--- config.mk ---
export PLATFORM = sky130hd
export DESIGN_NAME = operand_select_flat
export DESIGN_NICKNAME = d
export VERILOG_FILES = /design/src/exec_pkg.sv /design/src/decode_if.sv /design/src/operand_select.sv /design/src/flat_wrapper.sv
export SDC_FILE = /design/constraint.sdc
export NUM_CORES = 1
export LEC_CHECK = 0
export BUFFER_PORTS_ARGS = -buffer_cell sky130_fd_sc_hd__clkbuf_2
export CORE_AREA = 2 2 139 141
export DETAILED_ROUTE_END_ITERATION = 10
export DIE_AREA = 0 0 141 143
export PLACE_DENSITY = 0.38
export REMOVE_ABC_BUFFERS = 1
export SYNTH_ARGS = -nofsm -noshare
export SYNTH_HDL_FRONTEND = slang
export SYNTH_SLANG_ARGS = --single-unit
export TNS_END_PERCENT = 50
--- constraint.sdc ---
create_clock -name vclk -period 2
set_clock_uncertainty 0.1 [all_clocks]
set_input_delay 0.2 -clock vclk [all_inputs]
set_output_delay 0.2 -clock vclk [all_outputs]
set_load 0.01 [all_outputs]
--- src/exec_pkg.sv ---
// Shared RV32I execute types; only the kept opcode classes are encoded, all else decodes illegal
package exec_pkg;

    // One data or address word
    typedef logic [31:0] word_t;

    // Register index as it sits in the instruction word
    typedef logic [4:0] reg_idx_t;

    // Major opcodes of the supported classes
    typedef enum logic [6:0] {
        opc_load   = 7'b0000011,
        opc_op_imm = 7'b0010011,
        opc_auipc  = 7'b0010111,
        opc_store  = 7'b0100011,
        opc_op     = 7'b0110011,
        opc_lui    = 7'b0110111,
        opc_branch = 7'b1100011,
        opc_jalr   = 7'b1100111,
        opc_jal    = 7'b1101111
    } opcode_e;

    // Low three bits follow funct3, bit 3 marks the alternate form
    typedef enum logic [3:0] {
        alu_add  = 4'b0000,
        alu_sll  = 4'b0001,
        alu_slt  = 4'b0010,
        alu_sltu = 4'b0011,
        alu_xor  = 4'b0100,
        alu_srl  = 4'b0101,
        alu_or   = 4'b0110,
        alu_and  = 4'b0111,
        alu_sub  = 4'b1000,
        alu_sra  = 4'b1101
    } alu_op_e;

    // Same encoding as funct3 of the branch opcode
    typedef enum logic [2:0] {
        br_beq  = 3'b000,
        br_bne  = 3'b001,
        br_blt  = 3'b100,
        br_bge  = 3'b101,
        br_bltu = 3'b110,
        br_bgeu = 3'b111
    } branch_type_e;

    // Operand A source
    typedef enum logic [1:0] {
        a_rs1  = 2'd0,
        a_pc   = 2'd1,
        a_zero = 2'd2
    } a_sel_e;

    // Operand B source
    typedef enum logic [2:0] {
        b_rs2   = 3'd0,
        b_imm_i = 3'd1,
        b_imm_s = 3'd2,
        b_imm_u = 3'd3,
        b_four  = 3'd4
    } b_sel_e;

    // Fixed PC step, no compressed instructions
    localparam word_t instr_bytes = 32'd4;

endpackage

--- src/decode_if.sv ---
// Decoded control bundle; immediates are full sign-extended words, shift amounts sit in imm_i
interface decode_if import exec_pkg::*; ();

    // ALU and operand selection
    alu_op_e      alu_op;
    a_sel_e       a_sel;
    b_sel_e       b_sel;

    // Register indices
    reg_idx_t     rs1;
    reg_idx_t     rs2;
    reg_idx_t     rd;

    // Immediates, already extended
    word_t        imm_i;
    word_t        imm_s;
    word_t        imm_b;
    word_t        imm_u;
    word_t        imm_j;

    // Control flow
    logic         is_branch;
    logic         is_jal;
    logic         is_jalr;
    branch_type_e branch_type;

    // Side effects for later stages
    logic         reg_write;
    logic         dren;
    logic         dwen;
    logic         illegal;

    modport decoder (output alu_op, a_sel, b_sel, rs1, rs2, rd, imm_i, imm_s, imm_b, imm_u,
                     imm_j, is_branch, is_jal, is_jalr, branch_type, reg_write, dren, dwen,
                     illegal);
    modport operands (input a_sel, b_sel, imm_i, imm_s, imm_u);
    modport alu (input alu_op);
    modport branch (input is_branch, is_jal, is_jalr, branch_type, imm_i, imm_b, imm_j);
    modport pipe (input rd, reg_write, dren, dwen, is_branch, is_jal, is_jalr, illegal);

endinterface

--- src/operand_select.sv ---
// Operand muxing; one forwarded value serves both sources, flags come from an outside unit
module operand_select import exec_pkg::*; (
    decode_if.operands dec,
    input  word_t      rs1_data,
    input  word_t      rs2_data,
    input  word_t      pc,
    input  word_t      fwd_data,
    input  logic       fwd_rs1,
    input  logic       fwd_rs2,
    output word_t      rs1_val,
    output word_t      rs2_val,
    output word_t      port_a,
    output word_t      port_b
);

    // Memory-stage value overrides the stale register read
    assign rs1_val = fwd_rs1 ? fwd_data : rs1_data;
    assign rs2_val = fwd_rs2 ? fwd_data : rs2_data;

    // Operand A
    always_comb begin
        case (dec.a_sel)
            a_rs1:   port_a = rs1_val;
            a_pc:    port_a = pc;
            a_zero:  port_a = '0;
            default: port_a = '0;
        endcase
    end

    // Operand B
    always_comb begin
        case (dec.b_sel)
            b_rs2:   port_b = rs2_val;
            b_imm_i: port_b = dec.imm_i;
            b_imm_s: port_b = dec.imm_s;
            b_imm_u: port_b = dec.imm_u;
            // Link address step for JAL and JALR
            b_four:  port_b = instr_bytes;
            default: port_b = '0;
        endcase
    end

endmodule

--- src/flat_wrapper.sv ---
// flat-port wrapper written by rule: the top's interface ports become plain ports
module operand_select_flat import exec_pkg::*;
  (rs1_data, rs2_data, pc, fwd_data, fwd_rs1, fwd_rs2, rs1_val, rs2_val, port_a, port_b, dec_a_sel, dec_b_sel, dec_imm_i, dec_imm_s, dec_imm_u);
  decode_if dec_i ();
  input  word_t rs1_data;
  input  word_t rs2_data;
  input  word_t pc;
  input  word_t fwd_data;
  input  logic fwd_rs1;
  input  logic fwd_rs2;
  output word_t rs1_val;
  output word_t rs2_val;
  output word_t port_a;
  output word_t port_b;
  input wire logic [$bits(dec_i.a_sel)-1:0] dec_a_sel;
  input wire logic [$bits(dec_i.b_sel)-1:0] dec_b_sel;
  input wire logic [$bits(dec_i.imm_i)-1:0] dec_imm_i;
  input wire logic [$bits(dec_i.imm_s)-1:0] dec_imm_s;
  input wire logic [$bits(dec_i.imm_u)-1:0] dec_imm_u;
  assign dec_i.a_sel = dec_a_sel;
  assign dec_i.b_sel = dec_b_sel;
  assign dec_i.imm_i = dec_imm_i;
  assign dec_i.imm_s = dec_imm_s;
  assign dec_i.imm_u = dec_imm_u;
  operand_select u_core (.dec(dec_i), .rs1_data(rs1_data), .rs2_data(rs2_data), .pc(pc), .fwd_data(fwd_data), .fwd_rs1(fwd_rs1), .fwd_rs2(fwd_rs2), .rs1_val(rs1_val), .rs2_val(rs2_val), .port_a(port_a), .port_b(port_b));
endmodule
==> impl_metrics.tcl, run 1 <==
set metrics [dict create \
    worstHoldPathCells 3 \
    finalCritPeriodShare_pct 97.0 \
    cellLeakagePower_uw 0.00251 \
    drc 0 \
    rsz0062_at_grt "no" \
    required_ps 1700 \
    nClkBuffers 0 \
    swShare_pct 44.9 \
    holdCritStartpoint "rs1_data[25]" \
    endpoint_kind "primary output" \
    ant_nets 0 \
    clkPwrFrac_pct 0 \
    fin_crit_ps 1940 \
    first_global_vias 3377 \
    fmax_mhz 515 \
    drt_iter0_markers 54 \
    synthTopCellsByCount "nor2_1 (34), mux2i_1 (32), mux4_2 (31), nor2b_1 (31), mux2_4 (29)" \
    critPathTopFamily "multiplexers" \
    drv_slew 0 \
    drtPass1Iterations 4 \
    area_growth_pct 91.1 \
    yosys.area.top_type "mux4_2" \
    internal_power_uw 614 \
    placementRows 50 \
    path_depth 6 \
    synth_area_leaders "mux4_2 (30%), mux2_4 (19%), mux2i_1 (14%)" \
    syn_area_um2 2340 \
    power.total_uw 1120 \
    max_slew_margin_pct 68.8 \
    cpPeakStageDelay_ps 480 \
    overflow 0 \
    p_seq_share_pct 0 \
    finalSetupViolCount 0 \
    synth_most_common_cell "nor2_1" \
    track_usage_pct 12.6 \
    maxCapViolCount 0 \
    die_h_um 143 \
    wire_per_inst_um 17.5 \
    seq_area_frac_synth_pct 0 \
    grt_pass1_wl_mm 19.6 \
    hold_buffers 0 \
    dieWidth_um 141 \
    vias 3323 \
    syn_inst 223 \
    power_density_nw_per_um2 249 \
    io_pins 359 \
    ys_warn_count 0 \
    combPwrFrac_pct 100.0 \
    hold_viol 0 \
    layout-drive-gt1-share_pct 80.4 \
    die_area_um2 20200 \
    antenna_cells 0 \
    postRouteWirelength_mm 14.0 \
    worst_slew_pin_slew_ps 467 \
    core_region_area_um2 18600 \
    cp.arrival_ps 1640 \
    min_to "rs1_val[25]" \
    path_class "primary input to primary output" \
    cp_slowest_cell "mux4_2" \
    start_kind "primary input" \
    grt_antenna_before_repair 2 \
    nNetsFinal 800 \
    worst-path-max-fanout 15 \
    setup-tns-final_ps 0 \
    hpwlAfterDp_mm 11.9 \
    vias_per_cell 4.15 \
    path_cells "clkbuf_4 -> buf_12 -> mux2_4 -> mux4_2 -> nor2b_1 -> clkbuf_2" \
    regArea_um2 0 \
    cp.buffers_inverters 3 \
    place.gp.congestion 0.840 \
    netlist-cell-type-count 13 \
    seq_cells 0 \
    grt_max_degree 35 \
    synth_top_area_share_pct 29.8 \
    hold_class "primary input to primary output" \
    syn_avg_cell_area_um2 10.5 \
    status "completed" \
    port-buffer-count 359 \
    start_util_pct 12.6 \
    power.switching_uw 501 \
    worst_ir_drop_vdd_v 0.000126 \
]
-- power groups by stage --
stage | logic [µW] | registers, µW | clock network, µW
floorplan | 496 | 0 | 0
global placement | 1130 | 0 | 0
detailed placement | 1130 | 0 | 0
CTS | 1140 | 0 | 0
global route | 1210 | 0 | 0
finish | 1120 | 0 | 0
-- what timing repair did --
item,in CTS,in global routing
resized for setup,0,2
setup buffers,0,0
endpoints found under the setup margin,0,1
-- per-stage QoR --
step | cell area (µm²) | instances | utilization [%] | worst slack, ps | hold slack (ps)
2_1_floorplan | 2200 | 197 | - | 547 | 346
3_3_place_gp | 4480 | 801 | 24.1 | 10.3 | 628
3_5_place_dp | 4480 | 801 | 24.1 | 24.6 | 633
4_1_cts | 4480 | 801 | 24.1 | 17.3 | 634
5_1_grt | 4480 | 801 | 24.1 | 7.70 | 644
6_report | 4480 | 801 | 24.1 | 59.7 | 631
-- layout by cell type, fill, tap and decap left out, types with 2 or more instances in the layout --
| cell | count |
|---|---|
| clkbuf_2 | 357 |
| nor2_1 | 34 |
| mux2i_1 | 32 |
| mux4_2 | 31 |
| nor2b_1 | 31 |
| mux2_4 | 29 |
| mux2_2 | 26 |
| mux2_1 | 10 |
| buf_12 | 8 |
| buf_4 | 3 |
| nand3_1 | 2 |
-- routing by layer --
layer  vias up  share of wire (%)  GRT usage (%)
met4         4               0.63          0.789
li1       1530                  -              -
met1      1561                 38           14.1
met2       220                 53           25.3
met5         -               0.16              0
met3         8                7.9           2.45
-- cell type report --
cell class                      instances  area [µm²]
Fill cell                            2078       14100
Tap cell                              234         293
Multi-Input combinational cell        197        2200
Timing Repair Buffer                  370        1980
-- kinds of logic (layout without fill, tap and decap cells) --
| family | count (synthesis) | count (layout) | share of synthesized area, % |
|---|---|---|---|
| multiplexers | 128 | 128 | 79.3 |
| AND/OR/NAND/NOR | 68 | 68 | 14.5 |
| buffers and inverters | 26 | 370 | 5.98 |
| AO/OA/AOI/OAI | 1 | 1 | 0.213 |
-- worst max path at each step --
stage	from	endpoint
after floorplan	fwd_rs2	port_b[30]
after global placement	fwd_rs2	port_b[26]
after detailed placement	fwd_rs2	port_b[26]
after CTS	fwd_rs2	port_b[26]
after global routing	fwd_rs2	port_b[26]
final	fwd_rs2	port_b[26]
Power figures use the tool's default switching activity.
==> run 2: changes to the inputs <==
==> constraint.sdc (replaced) <==
create_clock -name vclk -period 2
set_clock_uncertainty 0.1 [all_clocks]
set_input_delay 0.2 -clock vclk [all_inputs]
set_output_delay 0.2 -clock vclk [all_outputs]
set_load 0.005 [all_outputs]
==> run 2 against run 1 <==
  * Utilization fell by 0.19 points
  * Cell count is 0.12% lower
  * First-iteration DRC count up 100%
  * Worst setup slack improved by 8.1 ps
  * Hold slack lost 18 ps
  * Sequential share of layout area unchanged
  * Final area shrank 0.78%
  * Critical path type unchanged
  * Largest cell class unchanged
  * Largest power group unchanged
  * Highest routed layer is now met4
==> impl_metrics.tcl, run 2 (synthesized netlist as in run 1, its figures left out) <==
set metrics [dict create \
    n_fill_cell 2035 \
    mostFrequentLayoutCells "clkbuf_2 (358), nor2_1 (34), mux2i_1 (32), mux4_2 (31), nor2b_1 (31)" \
    path_class "primary input to primary output" \
    multiInputGateArea_um2 2200 \
    worst_ir_drop_vdd_v 0.000135 \
    layout-drive-gt1-share_pct 80.4 \
    final_area_um2 4440 \
    finalCritPeriodShare_pct 96.6 \
    antenna_cells 0 \
    track_usage_pct 12.7 \
    hpwlAfterDp_mm 12.0 \
    cp.arrival_ps 1630 \
    drtPass1Iterations 4 \
    grt_pass1_wl_mm 19.7 \
    required_ps 1700 \
    endpoint "port_b[26]" \
    grt_max_degree 35 \
    worst_slew_pin_slew_ps 492 \
    post-cts-setup-buffers 0 \
    fin_crit_ps 1930 \
    die_h_um 143 \
    maxCapViolCount 0 \
    max_slew_margin_pct 67.2 \
    ctsResizeCount 0 \
    vias_per_cell 4.11 \
    vias 3286 \
    setup-tns-final_ps 0 \
    io_pins 359 \
    nNetsFinal 799 \
    die_area_um2 20200 \
    port-buffer-count 359 \
    status "completed" \
    first_global_vias 3501 \
    endpoint_kind "primary output" \
    start_kind "primary input" \
    worstSetupStartpoint "fwd_rs2" \
    drc 0 \
    postRouteWirelength_mm 14.0 \
    rsz0062_at_grt "no" \
    placed_area_um2 4440 \
    cellLeakagePower_uw 0.00249 \
    core_region_area_um2 18600 \
    hold_class "primary input to primary output" \
    ant_nets 0 \
    drv_slew 0 \
    start_util_pct 12.6 \
    grt_antenna_before_repair 0 \
    finalSetupViolCount 0 \
    hold_buffers 0 \
    placementRows 50 \
    area_growth_pct 89.6 \
    regArea_um2 0 \
    wire_per_inst_um 17.5 \
    seq_cells 0 \
    power_density_nw_per_um2 232 \
    place.gp.congestion 0.862 \
    layout_commonest_cell "clkbuf_2" \
    fmax_mhz 518 \
    nClkBuffers 0 \
    worst-path-max-fanout 15 \
    drt_iter0_markers 110 \
    dieWidth_um 141 \
    hold_viol 0 \
    overflow 0 \
]
## run 2: changes by cell type in the layout (fill, tap and decap cells not counted)
cell,previous run,this run
buf_12,8,6
buf_4,3,4
clkbuf_2,357,358
clkbuf_4,1,0
## run 2: final cells by class
type                       count  share of cell area, %
multi-input combinational    197                   49.6
timing repair buffer         369                   43.8
tap                          234                   6.59
## run 2: power by group
group	total [µW]	internal, µW	switching, µW
clock network	0	0	0
registers	0	0	0
logic	1030	604	427
## run 2: layer usage
metal / wire (µm) / up-vias / global-route usage (%)
li1: - / 1531 / -
met1: 5260 / 1524 / 14.2
met2: 7490 / 227 / 25.9
met3: 1180 / 4 / 2.25
met4: 92 / 0 / 0.789
met5: 0 / - / 0
## run 2: worst min path at each step
stage                             from     endpoint  slack [ps]  depth (start not counted)
final                     rs1_data[26]  rs1_val[26]         610                          3
after global routing      rs2_data[16]  rs2_val[16]         620                          3
after CTS                 rs1_data[17]  rs1_val[17]         620                          3
after detailed placement  rs1_data[26]  rs1_val[26]         610                          3
after global placement    rs1_data[17]  rs1_val[17]         610                          3
after floorplan           dec_b_sel[2]    port_b[0]         330                          1
## run 2: worst max-delay path, stage by stage
cell and delay [ps]:
clkbuf_2 140, buf_12 180, mux2_4 320, mux4_2 490, nor2b_1 160, clkbuf_2 120
## run 2: through the flow
stage / utilization, % / total power (µW) / hold slack [ps] / setup slack, ps / std cells
floorplan: - / 415 / 330 / 593 / 197
global placement: 23.9 / 1040 / 609 / 56.1 / 800
detailed placement: 23.9 / 1050 / 610 / 46.3 / 800
CTS: 23.9 / 1050 / 615 / 40.5 / 800
global route: 23.9 / 1130 / 622 / 15.5 / 800
finish: 23.9 / 1030 / 613 / 67.8 / 800
==> run 3: changes to the inputs <==
--- a/config.mk
+++ b/config.mk
@@ -6,11 +6,12 @@
 export NUM_CORES = 1
 export LEC_CHECK = 0
 export BUFFER_PORTS_ARGS = -buffer_cell sky130_fd_sc_hd__clkbuf_2
-export CORE_AREA = 2 2 139 141
+export CORE_AREA = 2 2 138 140
 export DETAILED_ROUTE_END_ITERATION = 10
-export DIE_AREA = 0 0 141 143
-export PLACE_DENSITY = 0.38
+export DIE_AREA = 0 0 140 142
+export PLACE_DENSITY = 0.4
 export REMOVE_ABC_BUFFERS = 1
+export SLEW_MARGIN = 20
 export SYNTH_ARGS = -nofsm -noshare
 export SYNTH_HDL_FRONTEND = slang
 export SYNTH_SLANG_ARGS = --single-unit
==> constraint.sdc (replaced) <==
create_clock -name vclk -period 1.65
set_clock_uncertainty 0.1 [all_clocks]
set_input_delay 0.165 -clock vclk [all_inputs]
set_output_delay 0.165 -clock vclk [all_outputs]
set_load 0.005 [all_outputs]
==> run 3 against run 2 <==
  * The flow now finishes with violations (DRC, setup timing)
  * Die area is 1.4% lower
  * Critical path depth stayed put
  * First-iteration DRC count is 24% lower
  * Wire length is 2.4% higher
  * Largest cell class is now buffers
  * Sequential share of layout area stayed put
  * Utilization is 1.9 points higher
  * Final area is 7.3% higher
  * Cell count is 2.5% higher
  * Global-route usage is 0.24 points higher
  * Flip-flop and latch count stayed put
==> impl_metrics.tcl, run 3 (synthesized netlist as in run 1, its figures left out) <==
set metrics [dict create \
    fin_cells 820 \
    cp_slowest_cell "mux4_2" \
    layout-drive-gt1-share_pct 81.6 \
    nClkBuffers 0 \
    vias 3287 \
    start_util_pct 12.7 \
    swShare_pct 39.8 \
    internal_power_uw 818 \
    port-buffer-count 359 \
    status "finished, violations left" \
    core_region_area_um2 18500 \
    overflow 0 \
    path_cells "clkbuf_16 -> buf_12 -> mux2_4 -> mux4_2 -> nor2b_1 -> clkbuf_2" \
    drc 25 \
    vias_per_cell 4.01 \
    io_pins 359 \
    drt_iter0_markers 84 \
    layout_commonest_cell "clkbuf_2" \
    grt_antenna_before_repair 0 \
    wire_per_inst_um 17.5 \
    fin_ws_ps -173 \
    p_seq_share_pct 0 \
    antenna_cells 0 \
    place.gp.congestion 0.753 \
    hold_buffers 0 \
    dieWidth_um 140 \
    cpPeakStageDelay_ps 480 \
    finalCritPeriodShare_pct 110 \
    combPwrFrac_pct 100.0 \
    postRouteWirelength_mm 14.3 \
    drv_slew 0 \
    track_usage_pct 12.9 \
    dp_cells 814 \
    cellLeakagePower_uw 0.00266 \
    power_density_nw_per_um2 285 \
    whs_ps 542 \
    cp.arrival_ps 1560 \
    placementRows 50 \
    path_class "primary input to primary output" \
    worst_ir_drop_vdd_v 0.0000755 \
    rsz0062_at_grt "yes" \
    first_global_vias 3223 \
    fmax_mhz 549 \
    power.switching_uw 541 \
    hold_class "primary input to primary output" \
    fin_crit_ps 1820 \
    max_slew_margin_pct 77.5 \
    regArea_um2 0 \
    hpwlAfterDp_mm 12.4 \
    clkPwrFrac_pct 0 \
    drtPass1Iterations 10 \
    hold_viol 0 \
    maxCapViolCount 0 \
    pre_cts_ws_ps -229 \
    finalSetupViolCount 31 \
    worst-path-max-fanout 8 \
    seq_cells 0 \
    die_h_um 142 \
    required_ps 1380 \
    worst_slew_pin_slew_ps 337 \
    nNetsFinal 819 \
    die_area_um2 19900 \
    mostFrequentLayoutCells "clkbuf_2 (356), nor2_1 (34), mux2i_1 (32), mux2_4 (31), mux4_2 (31)" \
    endpoint_kind "primary output" \
    ant_nets 0 \
    grt_max_degree 29 \
    area_growth_pct 103 \
    grt_pass1_wl_mm 19.7 \
    violations "DRC, setup timing" \
    start_kind "primary input" \
]
[run 3: cell count changes in the layout (fill, tap and decap cells not counted), moves of 2 or more]
cell / previous run / this run
clkbuf_2: 358 / 356
mux2_2: 26 / 24
nor2b_4: 0 / 3
buf_12: 6 / 10
buf_6: 0 / 2
buf_16: 0 / 3
nor2b_1: 31 / 28
buf_4: 4 / 17
mux2_4: 29 / 31
[run 3: final cells by class]
type               count  area, µm²
well taps            234        293
fillers             2032      13700
repair buffers       389       2240
multi-input cells    197       2230
[run 3: metrics by stage]
step                cell area (µm²)  utilization [%]  setup TNS, ps  total power (µW)
global placement               4600             24.9          -4930              1310
finish                         4770             25.8          -3390              1360
floorplan                      2200                -              0               503
CTS                            4720             25.6          -3900              1370
global route                   4770             25.8          -4690              1470
detailed placement             4600             24.9          -4930              1320
[run 3: repair_timing]
item / 4_1_cts / 5_1_grt
hold endpoints to repair: 0 / 0
gates resized for setup: 10 / 6
pin swaps: 0 / 0
endpoints found under the setup margin: 31 / 31
setup buffers: 0 / 3
gates cloned: 3 / 0
[run 3: final timing paths]
kind / startpoint / endpoint / slack (ps) / cells past startpoint
worst max-delay path: fwd_rs2 / port_b[13] / -170 / 6
worst min-delay path: rs2_data[16] / rs2_val[16] / 540 / 3
[run 3: power by group through the flow]
stage	sequential (µW)	clock, µW	combinational, µW
2_1_floorplan	0	0	503
3_3_place_gp	0	0	1310
3_5_place_dp	0	0	1320
4_1_cts	0	0	1370
5_1_grt	0	0	1470
6_report	0	0	1360
[run 3: worst max-delay path: cells and delay by family]
kind | cells | cell delay, ps
mux | 2 | 810
buf+inv | 3 | 430
simple gates | 1 | 140
[run 3: layer usage]
layer / vias to the layer above / wire length [µm] / GRT usage [%] / part of all wire [%]
met2: 200 / 7580 / 25.9 / 53
li1: 1567 / - / - / -
met1: 1518 / 5710 / 15.5 / 40
met3: 2 / 1050 / 1.92 / 7.3
met5: - / 0 / 0 / 0
met4: 0 / 1 / 0 / 0.0070
